File: src/source/surf_pkg.sv
package surf_pkg;

	// Firmware version fields.
	localparam logic [3:0] BOARDREV = 4'd1;
	localparam logic [3:0] MONTH    = 4'd8;
	localparam logic [7:0] DAY      = 8'd29;
	localparam logic [3:0] MAJOR    = 4'd0;
	localparam logic [3:0] MINOR    = 4'd6;
	localparam logic [7:0] REVISION = 8'd1;

	// Packed version word, reads as 0x181D0601.
	localparam logic [31:0] VERSION = {BOARDREV, MONTH, DAY, MAJOR, MINOR, REVISION};

	// Timing monitor lines from the LAB4s.
	localparam int MONTIMING_WIDTH = 12;
	// Lines whose differential pair is swapped on the board.
	localparam logic [MONTIMING_WIDTH-1:0] MONTIMING_POLARITY = 12'b1000_0000_0000;

	// Board LEDs.
	localparam int LED_WIDTH = 4;

	// Bit positions inside CONTROL.
	localparam int CTRL_CLK_SEL_BIT = 0;
	localparam int CTRL_OSC_DIS_BIT = 1;
	localparam int CTRL_LED_LSB     = 4;

	// ID/control region offsets.
	localparam logic [11:0] REG_VERSION = 12'h000;
	localparam logic [11:0] REG_SCRATCH = 12'h004;
	localparam logic [11:0] REG_CONTROL = 12'h008;

	// Timing region offsets.
	localparam logic [11:0] REG_MONTIMING  = 12'h000;
	localparam logic [11:0] REG_DIV4_COUNT = 12'h004;

endpackage

File: src/source/bus_pkg.sv
package bus_pkg;

	// AXI4-Lite widths.
	localparam int ADDR_WIDTH = 16;
	localparam int DATA_WIDTH = 32;
	localparam int STRB_WIDTH = 4;

	// Low address bits are the offset within a region.
	localparam int OFFSET_WIDTH = 12;
	// Remaining top bits select the region.
	localparam int REGION_WIDTH = ADDR_WIDTH - OFFSET_WIDTH;

	// Response codes as on the AXI wires.
	typedef enum logic [1:0] {
		OKAY   = 2'b00,
		EXOKAY = 2'b01,
		SLVERR = 2'b10,
		DECERR = 2'b11
	} axi_resp_e;

	// Register regions, anything else is unmapped.
	typedef enum logic [REGION_WIDTH-1:0] {
		REGION_ID_CTRL = 4'd0,
		REGION_TIMING  = 4'd1
	} region_e;

endpackage

File: src/source/axil_slave_port.sv
`timescale 1ns/10ps

module axil_slave_port import bus_pkg::*; (
	input  logic                  sys_clk,
	input  logic                  arst_n_i,
	// Write address and data.
	input  logic                  s_awvalid_i,
	output logic                  s_awready_o,
	input  logic [ADDR_WIDTH-1:0] s_awaddr_i,
	input  logic                  s_wvalid_i,
	output logic                  s_wready_o,
	input  logic [DATA_WIDTH-1:0] s_wdata_i,
	input  logic [STRB_WIDTH-1:0] s_wstrb_i,
	// Write response.
	output logic                  s_bvalid_o,
	input  logic                  s_bready_i,
	output axi_resp_e             s_bresp_o,
	// Read address.
	input  logic                  s_arvalid_i,
	output logic                  s_arready_o,
	input  logic [ADDR_WIDTH-1:0] s_araddr_i,
	// Read data.
	output logic                  s_rvalid_o,
	input  logic                  s_rready_i,
	output logic [DATA_WIDTH-1:0] s_rdata_o,
	output axi_resp_e             s_rresp_o,
	// Internal request toward the decoder.
	output logic                  req_valid_o,
	output logic                  req_write_o,
	output logic [ADDR_WIDTH-1:0] req_addr_o,
	output logic [DATA_WIDTH-1:0] req_wdata_o,
	output logic [STRB_WIDTH-1:0] req_wstrb_o,
	input  logic [DATA_WIDTH-1:0] rsp_rdata_i,
	input  axi_resp_e             rsp_resp_i
);

	logic busy;
	logic wr_accept;
	logic rd_accept;

	logic                  bvalid_q;
	axi_resp_e             bresp_q;
	logic                  rvalid_q;
	logic [DATA_WIDTH-1:0] rdata_q;
	axi_resp_e             rresp_q;

	// One transaction in flight, a held response blocks both channels.
	assign busy = bvalid_q | rvalid_q;

	// Writes need address and data together and win over reads.
	assign wr_accept = !busy && s_awvalid_i && s_wvalid_i;
	assign rd_accept = !busy && s_arvalid_i && !wr_accept;

	// AW and W are taken in the same cycle.
	assign s_awready_o = wr_accept;
	assign s_wready_o  = wr_accept;
	assign s_arready_o = rd_accept;

	// Request is a single strobe on the acceptance cycle.
	assign req_valid_o = wr_accept | rd_accept;
	assign req_write_o = wr_accept;
	assign req_addr_o  = wr_accept ? s_awaddr_i : s_araddr_i;
	assign req_wdata_o = s_wdata_i;
	assign req_wstrb_o = s_wstrb_i;

	// Response valids.
	always_ff @(posedge sys_clk or negedge arst_n_i) begin
		if (!arst_n_i) begin
			bvalid_q <= 1'b0;
			rvalid_q <= 1'b0;
		end else begin
			if (wr_accept)
				bvalid_q <= 1'b1;
			else if (s_bready_i)
				bvalid_q <= 1'b0;
			if (rd_accept)
				rvalid_q <= 1'b1;
			else if (s_rready_i)
				rvalid_q <= 1'b0;
		end
	end

	// Response payload, captured once and held until taken.
	always_ff @(posedge sys_clk) begin
		if (wr_accept)
			bresp_q <= rsp_resp_i;
		if (rd_accept) begin
			rdata_q <= rsp_rdata_i;
			rresp_q <= rsp_resp_i;
		end
	end

	assign s_bvalid_o = bvalid_q;
	assign s_bresp_o  = bresp_q;
	assign s_rvalid_o = rvalid_q;
	assign s_rdata_o  = rdata_q;
	assign s_rresp_o  = rresp_q;

endmodule

File: src/source/ctrl_decode.sv
`timescale 1ns/10ps

module ctrl_decode import bus_pkg::*; (
	// Request from the slave port.
	input  logic                    req_valid_i,
	input  logic                    req_write_i,
	input  logic [ADDR_WIDTH-1:0]   req_addr_i,
	input  logic [DATA_WIDTH-1:0]   req_wdata_i,
	input  logic [STRB_WIDTH-1:0]   req_wstrb_i,
	// Returns from the register blocks.
	input  logic [DATA_WIDTH-1:0]   id_rdata_i,
	input  logic                    id_err_i,
	input  logic [DATA_WIDTH-1:0]   tm_rdata_i,
	input  logic                    tm_err_i,
	// Shared block request.
	output logic                    id_sel_o,
	output logic                    tm_sel_o,
	output logic [OFFSET_WIDTH-1:0] blk_offset_o,
	output logic                    blk_write_o,
	output logic [DATA_WIDTH-1:0]   blk_wdata_o,
	output logic [STRB_WIDTH-1:0]   blk_wstrb_o,
	// Response back to the slave port.
	output logic [DATA_WIDTH-1:0]   rsp_rdata_o,
	output axi_resp_e               rsp_resp_o
);

	region_e region;

	// Top address bits name the region.
	assign region = region_e'(req_addr_i[ADDR_WIDTH-1 -: REGION_WIDTH]);

	// At most one block sees a strobe.
	assign id_sel_o = req_valid_i && (region == REGION_ID_CTRL);
	assign tm_sel_o = req_valid_i && (region == REGION_TIMING);

	// Blocks share offset, direction and write payload.
	assign blk_offset_o = req_addr_i[OFFSET_WIDTH-1:0];
	assign blk_write_o  = req_write_i;
	assign blk_wdata_o  = req_wdata_i;
	assign blk_wstrb_o  = req_wstrb_i;

	// Read data and response, answered in the request cycle.
	always_comb begin
		case (region)
			REGION_ID_CTRL: begin
				rsp_rdata_o = id_rdata_i;
				rsp_resp_o  = id_err_i ? SLVERR : OKAY;
			end
			REGION_TIMING: begin
				rsp_rdata_o = tm_rdata_i;
				rsp_resp_o  = tm_err_i ? SLVERR : OKAY;
			end
			default: begin
				// Unmapped space reads as zero.
				rsp_rdata_o = '0;
				rsp_resp_o  = DECERR;
			end
		endcase
	end

endmodule

File: src/source/id_ctrl_regs.sv
`timescale 1ns/10ps

module id_ctrl_regs import bus_pkg::*, surf_pkg::*; (
	input  logic                    sys_clk,
	input  logic                    arst_n_i,
	// Register access.
	input  logic                    sel_i,
	input  logic [OFFSET_WIDTH-1:0] offset_i,
	input  logic                    write_i,
	input  logic [DATA_WIDTH-1:0]   wdata_i,
	input  logic [STRB_WIDTH-1:0]   wstrb_i,
	output logic [DATA_WIDTH-1:0]   rdata_o,
	output logic                    err_o,
	// Board controls.
	output logic                    clk_sel_o,
	output logic                    local_osc_en_o,
	output logic [LED_WIDTH-1:0]    led_o
);

	logic [DATA_WIDTH-1:0] scratch_q;
	logic [DATA_WIDTH-1:0] control_q;
	logic                  scratch_we;
	logic                  control_we;

	assign scratch_we = sel_i && write_i && (offset_i == REG_SCRATCH);
	assign control_we = sel_i && write_i && (offset_i == REG_CONTROL);

	// Byte-lane writes to SCRATCH and CONTROL.
	always_ff @(posedge sys_clk or negedge arst_n_i) begin
		if (!arst_n_i) begin
			scratch_q <= '0;
			control_q <= '0;
		end else begin
			for (int b = 0; b < STRB_WIDTH; b++) begin
				if (scratch_we && wstrb_i[b])
					scratch_q[8*b +: 8] <= wdata_i[8*b +: 8];
				if (control_we && wstrb_i[b])
					control_q[8*b +: 8] <= wdata_i[8*b +: 8];
			end
		end
	end

	// Read mux, writes to VERSION fall through harmlessly.
	always_comb begin
		err_o = 1'b0;
		case (offset_i)
			REG_VERSION: rdata_o = VERSION;
			REG_SCRATCH: rdata_o = scratch_q;
			REG_CONTROL: rdata_o = control_q;
			default: begin
				rdata_o = '0;
				err_o   = 1'b1;
			end
		endcase
	end

	// Clock select goes out as a plain level.
	assign clk_sel_o = control_q[CTRL_CLK_SEL_BIT];
	// Oscillator enable is active high, the bit is a disable.
	assign local_osc_en_o = ~control_q[CTRL_OSC_DIS_BIT];
	assign led_o = control_q[CTRL_LED_LSB +: LED_WIDTH];

endmodule

File: src/source/timing_monitor.sv
`timescale 1ns/10ps

module timing_monitor import bus_pkg::*, surf_pkg::*; (
	input  logic                       sys_clk,
	input  logic                       arst_n_i,
	// Register access.
	input  logic                       sel_i,
	input  logic [OFFSET_WIDTH-1:0]    offset_i,
	input  logic                       write_i,
	output logic [DATA_WIDTH-1:0]      rdata_o,
	output logic                       err_o,
	// Timing inputs.
	input  logic [MONTIMING_WIDTH-1:0] montiming_i,
	input  logic                       div4_flag_i,
	// Internal SST copy for MON2.
	output logic                       sst_copy_o
);

	logic [MONTIMING_WIDTH-1:0] montiming_q;
	logic [DATA_WIDTH-1:0]      div4_count_q;
	logic                       count_clr;
	logic [1:0]                 div4_dly_q;
	logic                       sst_copy_q;

	// Polarity corrected sample of the timing lines.
	always_ff @(posedge sys_clk) begin
		montiming_q <= montiming_i ^ MONTIMING_POLARITY;
	end

	assign count_clr = sel_i && write_i && (offset_i == REG_DIV4_COUNT);

	// Flag counter, a write of any value clears it.
	always_ff @(posedge sys_clk or negedge arst_n_i) begin
		if (!arst_n_i)
			div4_count_q <= '0;
		else if (count_clr)
			div4_count_q <= '0;
		else if (div4_flag_i)
			div4_count_q <= div4_count_q + 1'b1;
	end

	// Set on the flag, cleared two cycles later.
	// High two cycles of every four with a regular flag.
	always_ff @(posedge sys_clk or negedge arst_n_i) begin
		if (!arst_n_i) begin
			div4_dly_q <= '0;
			sst_copy_q <= 1'b0;
		end else begin
			div4_dly_q <= {div4_dly_q[0], div4_flag_i};
			if (div4_flag_i)
				sst_copy_q <= 1'b1;
			else if (div4_dly_q[1])
				sst_copy_q <= 1'b0;
		end
	end

	assign sst_copy_o = sst_copy_q;

	// Read mux, MONTIMING is read-only.
	always_comb begin
		rdata_o = '0;
		err_o   = 1'b0;
		case (offset_i)
			REG_MONTIMING: begin
				rdata_o[MONTIMING_WIDTH-1:0] = montiming_q;
				err_o = write_i;
			end
			REG_DIV4_COUNT: rdata_o = div4_count_q;
			default: err_o = 1'b1;
		endcase
	end

endmodule

File: src/source/surf_ctrl_top.sv
`timescale 1ns/10ps

module surf_ctrl_top import bus_pkg::*, surf_pkg::*; (
	input  logic                       sys_clk,
	input  logic                       arst_n_i,
	// AXI4-Lite slave.
	input  logic                       s_awvalid_i,
	output logic                       s_awready_o,
	input  logic [ADDR_WIDTH-1:0]      s_awaddr_i,
	input  logic                       s_wvalid_i,
	output logic                       s_wready_o,
	input  logic [DATA_WIDTH-1:0]      s_wdata_i,
	input  logic [STRB_WIDTH-1:0]      s_wstrb_i,
	output logic                       s_bvalid_o,
	input  logic                       s_bready_i,
	output axi_resp_e                  s_bresp_o,
	input  logic                       s_arvalid_i,
	output logic                       s_arready_o,
	input  logic [ADDR_WIDTH-1:0]      s_araddr_i,
	output logic                       s_rvalid_o,
	input  logic                       s_rready_i,
	output logic [DATA_WIDTH-1:0]      s_rdata_o,
	output axi_resp_e                  s_rresp_o,
	// Timing inputs.
	input  logic [MONTIMING_WIDTH-1:0] montiming_i,
	input  logic                       div4_flag_i,
	// Board outputs.
	output logic                       clk_sel_o,
	output logic                       local_osc_en_o,
	output logic [LED_WIDTH-1:0]       led_o,
	output logic                       sst_copy_o
);

	// Request path.
	logic                    req_valid;
	logic                    req_write;
	logic [ADDR_WIDTH-1:0]   req_addr;
	logic [DATA_WIDTH-1:0]   req_wdata;
	logic [STRB_WIDTH-1:0]   req_wstrb;
	logic [DATA_WIDTH-1:0]   rsp_rdata;
	axi_resp_e               rsp_resp;
	// Block side.
	logic                    id_sel;
	logic                    tm_sel;
	logic [OFFSET_WIDTH-1:0] blk_offset;
	logic                    blk_write;
	logic [DATA_WIDTH-1:0]   blk_wdata;
	logic [STRB_WIDTH-1:0]   blk_wstrb;
	logic [DATA_WIDTH-1:0]   id_rdata;
	logic                    id_err;
	logic [DATA_WIDTH-1:0]   tm_rdata;
	logic                    tm_err;

	axil_slave_port u_axil_slave_port (
		.sys_clk     (sys_clk),
		.arst_n_i    (arst_n_i),
		.s_awvalid_i (s_awvalid_i),
		.s_awready_o (s_awready_o),
		.s_awaddr_i  (s_awaddr_i),
		.s_wvalid_i  (s_wvalid_i),
		.s_wready_o  (s_wready_o),
		.s_wdata_i   (s_wdata_i),
		.s_wstrb_i   (s_wstrb_i),
		.s_bvalid_o  (s_bvalid_o),
		.s_bready_i  (s_bready_i),
		.s_bresp_o   (s_bresp_o),
		.s_arvalid_i (s_arvalid_i),
		.s_arready_o (s_arready_o),
		.s_araddr_i  (s_araddr_i),
		.s_rvalid_o  (s_rvalid_o),
		.s_rready_i  (s_rready_i),
		.s_rdata_o   (s_rdata_o),
		.s_rresp_o   (s_rresp_o),
		.req_valid_o (req_valid),
		.req_write_o (req_write),
		.req_addr_o  (req_addr),
		.req_wdata_o (req_wdata),
		.req_wstrb_o (req_wstrb),
		.rsp_rdata_i (rsp_rdata),
		.rsp_resp_i  (rsp_resp)
	);

	ctrl_decode u_ctrl_decode (
		.req_valid_i  (req_valid),
		.req_write_i  (req_write),
		.req_addr_i   (req_addr),
		.req_wdata_i  (req_wdata),
		.req_wstrb_i  (req_wstrb),
		.id_rdata_i   (id_rdata),
		.id_err_i     (id_err),
		.tm_rdata_i   (tm_rdata),
		.tm_err_i     (tm_err),
		.id_sel_o     (id_sel),
		.tm_sel_o     (tm_sel),
		.blk_offset_o (blk_offset),
		.blk_write_o  (blk_write),
		.blk_wdata_o  (blk_wdata),
		.blk_wstrb_o  (blk_wstrb),
		.rsp_rdata_o  (rsp_rdata),
		.rsp_resp_o   (rsp_resp)
	);

	id_ctrl_regs u_id_ctrl_regs (
		.sys_clk        (sys_clk),
		.arst_n_i       (arst_n_i),
		.sel_i          (id_sel),
		.offset_i       (blk_offset),
		.write_i        (blk_write),
		.wdata_i        (blk_wdata),
		.wstrb_i        (blk_wstrb),
		.rdata_o        (id_rdata),
		.err_o          (id_err),
		.clk_sel_o      (clk_sel_o),
		.local_osc_en_o (local_osc_en_o),
		.led_o          (led_o)
	);

	timing_monitor u_timing_monitor (
		.sys_clk     (sys_clk),
		.arst_n_i    (arst_n_i),
		.sel_i       (tm_sel),
		.offset_i    (blk_offset),
		.write_i     (blk_write),
		.rdata_o     (tm_rdata),
		.err_o       (tm_err),
		.montiming_i (montiming_i),
		.div4_flag_i (div4_flag_i),
		.sst_copy_o  (sst_copy_o)
	);

endmodule

File: config.mk
export PLATFORM = sky130hd
export DESIGN_NAME = surf_ctrl_top
export DESIGN_NICKNAME = d
export VERILOG_FILES = /design/src/source/surf_pkg.sv /design/src/source/bus_pkg.sv /design/src/source/axil_slave_port.sv /design/src/source/ctrl_decode.sv /design/src/source/id_ctrl_regs.sv /design/src/source/timing_monitor.sv /design/src/source/surf_ctrl_top.sv
export SDC_FILE = /design/constraint.sdc
export NUM_CORES = 1
export LEC_CHECK = 0
export BUFFER_PORTS_ARGS = -buffer_cell sky130_fd_sc_hd__buf_2
export CORE_ASPECT_RATIO = 0.8
export CORE_MARGIN = 2
export CORE_UTILIZATION = 50
export DETAILED_ROUTE_END_ITERATION = 7
export PLACE_DENSITY = 0.75
export SYNTH_ARGS = -nofsm -noshare
export SYNTH_HDL_FRONTEND = slang
export SYNTH_HIERARCHICAL = 1
export SYNTH_SLANG_ARGS = --single-unit
File: constraint.sdc
create_clock -name sys_clk -period 3.53 [get_ports sys_clk]
set_clock_uncertainty 0.05 [all_clocks]
set_input_delay 0.353 -clock sys_clk [delete_from_list [all_inputs] [get_ports sys_clk]]
set_output_delay 0.353 -clock sys_clk [all_outputs]
set_load 0.02 [all_outputs]
==> flow_summary_export.csv, run 1 <==
group,metric,value,unit
run_status,status,"finished, violations left",
run_status,violations,"hold timing",
sta,post-route-period-util,93.9,%
global_routing,grt_pass1_vias,5627,
logic_synthesis,yosysMostFrequentCell,"dfrtp_1",
routing,vias,5583,
cells_and_area,fin_util,56.9,%
clocking,cts_setup_buffers,0,
global_routing,grt_max_degree,67,
clocking,clockRootBuffer,"clkbuf_16",
routing,antenna_left,0,
power,power.leakage,4.03,nW
routing,drt-total-wl,18500,um
logic_synthesis,yosys.area.top_type_share,31.6,%
sta,max_freq,0.302,GHz
sta,hold_ws,-0.0239,ns
cells_and_area,fin_nets,858,
floorplan,die_h,117,um
routing,drtPass1Iterations,5,
sta,slew_headroom,17.4,%
floorplan,initial_core_util,51.0,%
global_routing,grt-ovfl-total,0,
worst_setup_path,cp.arrival,3.43,ns
placed_design,gp_congestion,0.860,
floorplan,core,0.0157,mm^2
clocking,cts_buffer_depth,2,
sta,tns,0,ns
sta,tightest_slew,1.24,ns
clocking,clk_pin_slew,0.06,ns
worst_setup_path,crit_path_end_kind,"flip-flop",
power,power_density,476,mW/mm^2
floorplan,dieArea,0.0170,mm^2
logic_synthesis,yosys_warnings,6,
routing,drt_iter0_markers,397,
global_routing,grt_pass1_wl,29600,um
clocking,htreeDepth,4,
min_path,worstHoldPathType,"input port to async pin",
clocking,clk_latency,0.43,ns
logic_synthesis,postSynthNetCount,804,
logic_synthesis,synth.distinct_cells,48,
logic_synthesis,netlist_area,0.00800,mm^2
sta,hold_violations,16,
worst_setup_path,required,3.65,ns
sta,setup_viol,0,
logic_synthesis,synth_common_cells,"101 x dfrtp_1, 92 x buf_4, 72 x mux2_2, 72 x nor2_1, 36 x edfxtp_1",
sta,final_max_slew_viol_count,0,
global_routing,antenna_found_initial,0,
logic_synthesis,netlist_instances,715,
cells_and_area,areaGrowthSynthToFinish,11.6,%
worst_setup_path,startpoint_type,"flip-flop",
clocking,cts_tree,"yes",
logic_synthesis,async_flop_share,67.8,%
floorplan,ioPinCount,136,
power,vdd.ir_drop.worst,0.362,mV
routing,vias_per_cell,5.60,
sta,rsz0062_at_grt,"no",
routing,wire_per_inst,18.5,um
run,max_cap_viol_count,0,
worst_setup_path,critPathKind,"flip-flop to flip-flop",
logic_synthesis,synth_ff_type,"dfrtp_1",
routing,drc,0,
logic_synthesis,ys_ff_latch,149,
floorplan,fp.dieW,145,um
logic_synthesis,synth_edf_count,36,
clocking,numCtsBuffers,17,
cells_and_area,n_antenna_cell,0,
cells_and_area,final_layout_size_suffix_gt1_share,35.7,%
worst_setup_path,path_max_fanout,19,
logic_synthesis,synth-seq-area-share,48.1,%
placed_design,dp_hpwl,13000,um
floorplan,rows,41,
global_routing,grt_use_total,22.9,%
logic_synthesis,yosys.area.top_type,"dfrtp_1",
logic_synthesis,synthTopCellsByArea,"dfrtp_1 32%, edfxtp_1 14%, mux2_2 10%, buf_4 8.6%, mux2i_1 4.1%",
placed_design,io_buffer_count,135,
cells_and_area,stdcell_area,0.00893,mm^2
placed_design,placed_area,0.00822,mm^2
logic_synthesis,syn_avg_cell_area,11.2,um^2
clocking,cts.sinks,149,
sta,min_period,3.31,ns
## final cells by class
type | count | area [um^2]
sequential | 149 | 3850
clock inverter | 5 | 58.8
timing repair buffer | 164 | 936
multi-input combinational | 418 | 3210
fill | 1356 | 6760
inverter | 19 | 71.3
clock buffer | 27 | 544
tap | 215 | 269
## report_power, final
| part | internal [mW] | switching [mW] | leakage [nW] |
|---|---|---|---|
| registers | 1.85 | 0.102 | 1.83 |
| logic | 0.188 | 0.295 | 1.91 |
| clock network | 1.13 | 0.686 | 0.299 |
| total | 3.17 | 1.08 | 4.03 |
## placed cells by master (no fill, tap or decap), types with 7 or more instances in the layout
cell type	instances
mux2_2	72
and3_1	9
buf_4	18
buf_2	134
mux2_4	8
or3_1	10
dlygate4sd3_1	11
nand3_1	7
nand2b_1	10
dfxtp_1	12
a22o_1	12
a22oi_1	23
mux2i_1	33
nand2_1	14
and2_1	20
o21ai_0	7
edfxtp_1	36
clkbuf_16	18
a221oi_1	9
nand4_2	9
inv_1	19
nand4_1	13
nor2_1	72
or4_1	15
dfrtp_1	101
a21oi_1	20
o31ai_1	11
## cells by family (layout without fill, tap and decap cells)
family	count (synthesis)	in the layout	synth area share, %
compound gates	87	87	7.69
mux	113	113	15.8
flops	149	149	48.1
simple gates	205	205	14.9
buf+inv	148	215	12.1
fa+ha+maj	1	1	0.156
xor+xnor	12	12	1.31
## per-stage QoR
step,power (mW),hold slack (ns),setup WS (ns),std cells
2_1_floorplan,2.34,0.00741,0.177,715
3_3_place_gp,2.45,0.284,0.320,954
3_5_place_dp,2.46,0.303,0.242,954
4_1_cts,4.28,0.0000109,0.235,997
5_1_grt,4.42,0.0125,0.0184,997
6_report,4.25,-0.0239,0.216,997
## layer usage
layer / up-vias / global-route usage (%) / wire length [um]
met4: 0 / 8.82 / 443
met5: - / 0 / 0
met3: 31 / 5.00 / 1050
met1: 2766 / 30.2 / 8380
li1: 2592 / - / -
met2: 194 / 37.6 / 8580
## worst max-delay path, stage by stage (launching register included)
cell	delay, ns
dfrtp_1	0.44
nor4bb_4	0.42
buf_4	0.29
mux2_2	0.38
nor4_2	0.38
nand3_2	0.41
a21o_1	0.28
nor2b_1	0.13
a211o_1	0.28
## final timing paths
check | startpoint | endpoint | slack [ns] | depth (start not counted)
worst max-delay path | u_axil_slave_port/s_rvalid_o | u_axil_slave_port/s_rresp_o[1] | 0.22 | 8
worst min-delay path | arst_n_i | u_id_ctrl_regs/scratch_q[22] | -0.02 | 1
worst max register to register | u_axil_slave_port/s_rvalid_o | u_axil_slave_port/s_rresp_o[1] | 0.22 | 8
worst min register to register | u_timing_monitor/div4_dly_q[0] | u_timing_monitor/div4_dly_q[1] | 0.32 | 0
max in group asynchronous | arst_n_i | u_timing_monitor/div4_dly_q[0] | 2.65 | 2
min in group sys_clk | montiming_i[11] | u_timing_monitor/montiming_q[11] | 0.02 | 2
## flip-flops by register name, summed over array words and instances, names as in the netlist
signal                         count
u_id_ctrl_regs/scratch_q          32
u_axil_slave_port/s_rresp_o        2
u_timing_monitor/montiming_q      12
u_axil_slave_port/s_bvalid_o       1
u_axil_slave_port/s_bresp_o        2
u_id_ctrl_regs/control_q          32
u_timing_monitor/div4_count_q     32
u_timing_monitor/div4_dly_q        2
u_axil_slave_port/s_rdata_o       32
u_timing_monitor/sst_copy_o        1
u_axil_slave_port/s_rvalid_o       1
## repair_timing
action / 4_1_cts / 5_1_grt
resized for setup: 0 / 0
endpoints found under the hold margin: 11 / 0
hold buffers: 11 / 0
Note: power is estimated with default switching activity, not from simulation.
==> run 2, diff against run 1 <==
==> constraint.sdc (replaced) <==
create_clock -name sys_clk -period 4 [get_ports sys_clk]
set_clock_uncertainty 0.05 [all_clocks]
set_input_delay 0.4 -clock sys_clk [delete_from_list [all_inputs] [get_ports sys_clk]]
set_output_delay 0.4 -clock sys_clk [all_outputs]
set_load 0.1 [all_outputs]
==> run 2 against run 1 <==
The run now ends clean. Register-to-register slack gained 0.54 ns. Utilization shrank 0.70 points. Hold slack gained 0.046 ns. Non-clock buffer count shrank 12. Die area is the same. Sequential cell count is the same. Cell count shrank 1.2%. Total power shrank 6.5%. Design area shrank 1.2%. Critical path type unchanged.
==> flow_summary_export.csv, run 2 (synthesis gave the netlist of run 1 again) <==
group,metric,value,unit
sta,rsz0062_at_grt,"no",
clocking,clk_latency,0.42,ns
cells_and_area,layout_commonest_cell,"buf_2",
min_path,holdPathStages,1,
global_routing,antenna_found_initial,0,
worst_setup_path,worst_path_most_repeated_cell,"mux2_2",
cells_and_area,final_layout_size_suffix_gt1_share,36.4,%
floorplan,dieArea,0.0170,mm^2
worst_setup_path,critPathKind,"flip-flop to flip-flop",
sta,tightest_slew,0.659,ns
clocking,cts_tree,"yes",
placed_design,dp_slack,0.764,ns
cells_and_area,final_cells,985,
routing,drc,0,
worst_setup_path,timing.rr.end,"u_id_ctrl_regs/scratch_q[26]",
cells_and_area,n_antenna_cell,0,
worst_setup_path,path_max_fanout,26,
worst_setup_path,max_stage_delay,0.64,ns
floorplan,initial_core_util,51.0,%
worst_setup_path,cpMaxStageDelayCell,"nor4b_2",
worst_setup_path,crit_path_end_kind,"flip-flop",
worst_setup_path,timing.rr.start,"u_axil_slave_port/s_rvalid_o",
cells_and_area,n_fill_cell,1349,
sta,slew_headroom,56.0,%
min_path,min-delay-start,"montiming_i[8]",
floorplan,fp.dieW,145,um
power,vdd.ir_drop.worst,0.284,mV
sta,post-route-period-util,81.0,%
sta,hold_ws,0.0222,ns
min_path,worstHoldPathType,"input port to flip-flop",
sta,fin_ws,0.759,ns
clocking,cts.sinks,149,
routing,vias,5509,
routing,drtPass1Iterations,5,
clocking,cts_setup_buffers,0,
global_routing,grt_max_degree,37,
cells_and_area,fin_util,56.2,%
run,max_cap_viol_count,0,
clocking,numCtsBuffers,17,
sta,tns,0,ns
placed_design,place_inst,952,
placed_design,gp_congestion,0.836,
floorplan,core,0.0157,mm^2
global_routing,grt_use_total,22.2,%
clocking,cts_buffer_depth,2,
sta,max_freq,0.309,GHz
cells_and_area,areaGrowthSynthToFinish,10.3,%
routing,vias_per_cell,5.59,
placed_design,dp_hpwl,12600,um
clocking,post_cts_resized,0,
cells_and_area,fin_nets,846,
power,total_power,3.98,mW
placed_design,placed_area,0.00819,mm^2
floorplan,die_h,117,um
clocking,clk_pin_slew,0.07,ns
power,power_density,451,mW/mm^2
floorplan,rows,41,
floorplan,ioPinCount,136,
placed_design,io_buffer_count,135,
routing,antenna_left,0,
clocking,htreeDepth,4,
sta,setup_viol,0,
worst_setup_path,r2r_slack,0.76,ns
sta,min_period,3.24,ns
global_routing,grt_pass1_wl,29400,um
cells_and_area,stdcell_area,0.00882,mm^2
worst_setup_path,startpoint_type,"flip-flop",
run_status,status,"finished clean",
global_routing,grt_pass1_vias,5566,
routing,drt_iter0_markers,458,
global_routing,grt-ovfl-total,0,
power,power.leakage,3.98,nW
routing,drt-total-wl,18100,um
clocking,clockRootBuffer,"clkbuf_16",
routing,wire_per_inst,18.3,um
sta,hold_violations,0,
worst_setup_path,cp.arrival,3.50,ns
cells_and_area,final_cell_mix,"134 x buf_2, 101 x dfrtp_1, 72 x mux2_2, 72 x nor2_1, 36 x edfxtp_1",
min_path,holdPathEnd,"u_timing_monitor/montiming_q[8]",
worst_setup_path,crit_chain,"nor4bb_4, buf_4, mux2_2, nor4b_2, nand4_2, mux2_2",
worst_setup_path,worst_r2r_path_depth,6,
worst_setup_path,required,4.25,ns
sta,final_max_slew_viol_count,0,
## run 2: cell count changes in the layout (fill, tap and decap cells not counted), moves of 2 or more
| cell | delta |
|---|---|
| clkbuf_1 | -3 |
| clkbuf_16 | +2 |
| clkbuf_8 | -6 |
| clkinv_4 | -2 |
| dlygate4sd3_1 | -10 |
| inv_6 | +4 |
| inv_8 | +5 |
## run 2: where the power goes
part	total, mW	internal, mW	switching, mW
clock	1.64	0.939	0.701
sequential	1.73	1.63	0.0914
combinational	0.610	0.155	0.455
## run 2: what timing repair did
item                       CTS  global route
hold endpoints to repair    33             0
hold buffers                 1             0
setup endpoints to repair    0             0
## run 2: how the worst max path moves through the flow
stage | startpoint | to | depth (start not counted)
final | u_axil_slave_port/s_rvalid_o | u_id_ctrl_regs/scratch_q[26] | 6
after global routing | u_axil_slave_port/s_rvalid_o | u_axil_slave_port/s_rdata_o[6] | 9
after CTS | u_axil_slave_port/s_rvalid_o | u_axil_slave_port/s_rdata_o[14] | 9
after detailed placement | s_awvalid_i | u_id_ctrl_regs/scratch_q[26] | 7
after global placement | s_awvalid_i | u_axil_slave_port/s_rdata_o[7] | 10
after floorplan | u_axil_slave_port/s_bvalid_o | u_axil_slave_port/s_bresp_o[1] | 11
## run 2: routing by layer
layer	track usage [%]	part of all wire, %
met2	36.4	47
met5	0	0
met4	8.50	2.3
met3	4.53	6.1
met1	29.8	45
## run 2: cell type report
| class | count | area, um^2 | share of cell area [%] |
|---|---|---|---|
| sequential | 149 | 3850 | 43.6 |
| multi-input combinational | 418 | 3210 | 36.3 |
| inverter | 19 | 71.3 | 0.808 |
| tap | 215 | 269 | 3.05 |
| timing repair buffer | 152 | 808 | 9.16 |
| clock inverter | 12 | 120 | 1.36 |
| clock buffer | 20 | 500 | 5.67 |
## run 2: worst max-delay path, delay by kind of cell, from the launching register on
family | cells | cell delay (ns)
and+or+nand+nor | 3 | 1.38
muxes | 2 | 0.92
DFF | 1 | 0.44
buffers and inverters | 1 | 0.32
==> run 3, diff against run 2 <==
--- a/config.mk
+++ b/config.mk
@@ -10,7 +10,7 @@
 export CORE_MARGIN = 2
 export CORE_UTILIZATION = 50
 export DETAILED_ROUTE_END_ITERATION = 7
-export PLACE_DENSITY = 0.75
+export PLACE_DENSITY = 0.78
 export SYNTH_ARGS = -nofsm -noshare
 export SYNTH_HDL_FRONTEND = slang
 export SYNTH_HIERARCHICAL = 1
==> constraint.sdc (replaced) <==
create_clock -name sys_clk -period 2.75 [get_ports sys_clk]
set_clock_uncertainty 0.05 [all_clocks]
set_input_delay 0.275 -clock sys_clk [delete_from_list [all_inputs] [get_ports sys_clk]]
set_output_delay 0.275 -clock sys_clk [all_outputs]
set_load 0.1 [all_outputs]
==> run 3 against run 2 <==
Clock power grew 48%. Register-to-register slack lost 0.96 ns. The flow now finishes with violations (setup timing). Combinational power grew 72%. Utilization grew 6.4 points. Critical path depth grew 5. Non-clock buffer count grew 56. Highest routed layer is now met5. Fmax grew 9.8%. Critical endpoint is now u_id_ctrl_regs/scratch_q[13]. Global-route usage grew 0.45 points. Largest power group unchanged. Sequential cell count is the same.
==> flow_summary_export.csv, run 3 (synthesis gave the netlist of run 1 again) <==
group,metric,value,unit
run_status,status,"finished, violations left",
run_status,violations,"setup timing",
routing,drt_iter0_markers,430,
floorplan,core,0.0157,mm^2
min_path,holdPathStages,1,
placed_design,gp_congestion,0.857,
worst_setup_path,max_stage_delay,0.49,ns
floorplan,rows,41,
cells_and_area,layout_commonest_cell,"buf_2",
min_path,min-delay-start,"div4_flag_i",
worst_setup_path,cpMaxStageDelayCell,"dfrtp_4",
routing,drtPass1Iterations,5,
placed_design,dp_slack,-0.173,ns
cells_and_area,final_cells,1042,
cells_and_area,areaGrowthSynthToFinish,22.9,%
worst_setup_path,path_delay_family,"buffers and inverters",
power,total_power,5.97,mW
routing,drc,0,
floorplan,fp.dieW,145,um
min_path,worstHoldPathType,"input port to flip-flop",
cells_and_area,final_layout_size_suffix_gt1_share,45.3,%
worst_setup_path,required,3.01,ns
power,power_density,607,mW/mm^2
worst_setup_path,critPathKind,"flip-flop to flip-flop",
sta,tightest_slew,0.670,ns
sta,fin_ws,-0.202,ns
clocking,cts_buffer_depth,2,
placed_design,dp_hpwl,13100,um
worst_setup_path,worst_path_most_repeated_cell,"buf_4",
cells_and_area,fin_util,62.6,%
run,max_cap_viol_count,0,
worst_setup_path,r2r_slack,-0.20,ns
clocking,numCtsBuffers,17,
power,vdd.ir_drop.worst,0.446,mV
routing,vias_per_cell,5.65,
worst_setup_path,cp.arrival,3.21,ns
sta,tns,-12.85,ns
sta,post-route-period-util,107,%
clocking,cts_tree,"yes",
sta,rsz0062_at_grt,"yes",
routing,vias,5887,
floorplan,dieArea,0.0170,mm^2
placed_design,place_inst,984,
clocking,cts.sinks,149,
worst_setup_path,worst-path-stages,11,
worst_setup_path,crit_path_end_kind,"flip-flop",
cells_and_area,fin_nets,902,
routing,drt-total-wl,19500,um
routing,wire_per_inst,18.7,um
sta,max_freq,0.339,GHz
floorplan,die_h,117,um
global_routing,antenna_found_initial,2,
cells_and_area,n_fill_cell,1190,
clocking,clk_latency,0.42,ns
global_routing,grt_max_degree,53,
worst_setup_path,timing.rr.end,"u_id_ctrl_regs/scratch_q[13]",
worst_setup_path,crit_buf_inv,6,
global_routing,grt_pass1_vias,5798,
global_routing,grt_use_total,22.7,%
cells_and_area,final_cell_mix,"134 x buf_2, 99 x dfrtp_1, 67 x mux2_2",
min_path,holdPathEnd,"u_timing_monitor/div4_dly_q[0]",
worst_setup_path,worst_r2r_path_depth,11,
sta,setup_viol,130,
clocking,htreeDepth,4,
sta,hold_violations,0,
floorplan,ioPinCount,136,
clocking,clockRootBuffer,"clkbuf_16",
sta,slew_headroom,55.3,%
routing,antenna_left,0,
power,power.leakage,4.40,nW
worst_setup_path,path_max_fanout,8,
global_routing,grt-ovfl-total,0,
worst_setup_path,startpoint_type,"flip-flop",
placed_design,io_buffer_count,135,
worst_setup_path,crit_chain,"nor4bb_4, buf_4, buf_12, buf_4, mux2_4, buf_4, nor4b_2, buf_4, nand4_2, buf_12, mux2_2",
sta,min_period,2.95,ns
worst_setup_path,timing.rr.start,"u_axil_slave_port/s_bvalid_o",
clocking,clk_pin_slew,0.07,ns
global_routing,grt_pass1_wl,30100,um
floorplan,initial_core_util,51.0,%
sta,final_max_slew_viol_count,0,
-- run 3: worst max path at each step --
stage / start / to / slack [ns]
floorplan: u_axil_slave_port/s_bvalid_o / u_axil_slave_port/s_bresp_o[1] / -0.71
global placement: u_axil_slave_port/s_bvalid_o / u_axil_slave_port/s_rdata_o[5] / -0.14
detailed placement: u_axil_slave_port/s_bvalid_o / u_id_ctrl_regs/scratch_q[4] / -0.17
CTS: u_axil_slave_port/s_bvalid_o / u_id_ctrl_regs/scratch_q[15] / -0.12
global route: u_axil_slave_port/s_bvalid_o / u_id_ctrl_regs/scratch_q[15] / -0.27
finish: u_axil_slave_port/s_bvalid_o / u_id_ctrl_regs/scratch_q[13] / -0.20
-- run 3: routing by layer --
| layer | GRT usage (%) | up-vias | part of all wire [%] |
|---|---|---|---|
| li1 | - | 2683 | - |
| met2 | 37.7 | 229 | 49 |
| met5 | 0 | - | 0.082 |
| met1 | 30.4 | 2948 | 43 |
| met3 | 4.73 | 25 | 6.8 |
| met4 | 7.45 | 2 | 1.6 |
-- run 3: worst register-to-register path, delay by kind of cell, from the launching register on --
kind	cells	cell delay [ns]
buf+inv	6	0.97
simple gates	3	0.76
mux	2	0.58
flops	1	0.49
-- run 3: power breakdown --
| group | switching, mW | internal (mW) | total [mW] |
|---|---|---|---|
| sequential | 0.126 | 2.38 | 2.51 |
| combinational | 0.728 | 0.320 | 1.05 |
| clock | 1.02 | 1.40 | 2.42 |
-- run 3: layout make-up --
cell class                      instances  area, um^2  area share [%]
Timing Repair Buffer                  208        1500            15.3
Tap cell                              215         269            2.74
Antenna cell                            1        2.50          0.0255
Sequential cell                       149        3860            39.2
Inverter                               19        71.3           0.725
Clock inverter                         13         151            1.54
Clock buffer                           19         475            4.84
Multi-Input combinational cell        418        3500            35.6
-- run 3: metrics by stage --
stage,area (um^2),hold slack [ns]
floorplan,8070,-0.0706
global placement,8600,0.284
detailed placement,8600,0.298
CTS,9490,0.0231
global route,9830,0.0351
finish,9830,0.0343
-- run 3: timing repair --
item | CTS | global route
cloned | 0 | 5
gates resized for setup | 20 | 52
endpoints found under the setup margin | 127 | 130
hold buffers | 13 | 0
hold endpoints to repair | 62 | 0
pin swaps | 3 | 16
setup buffers | 2 | 5
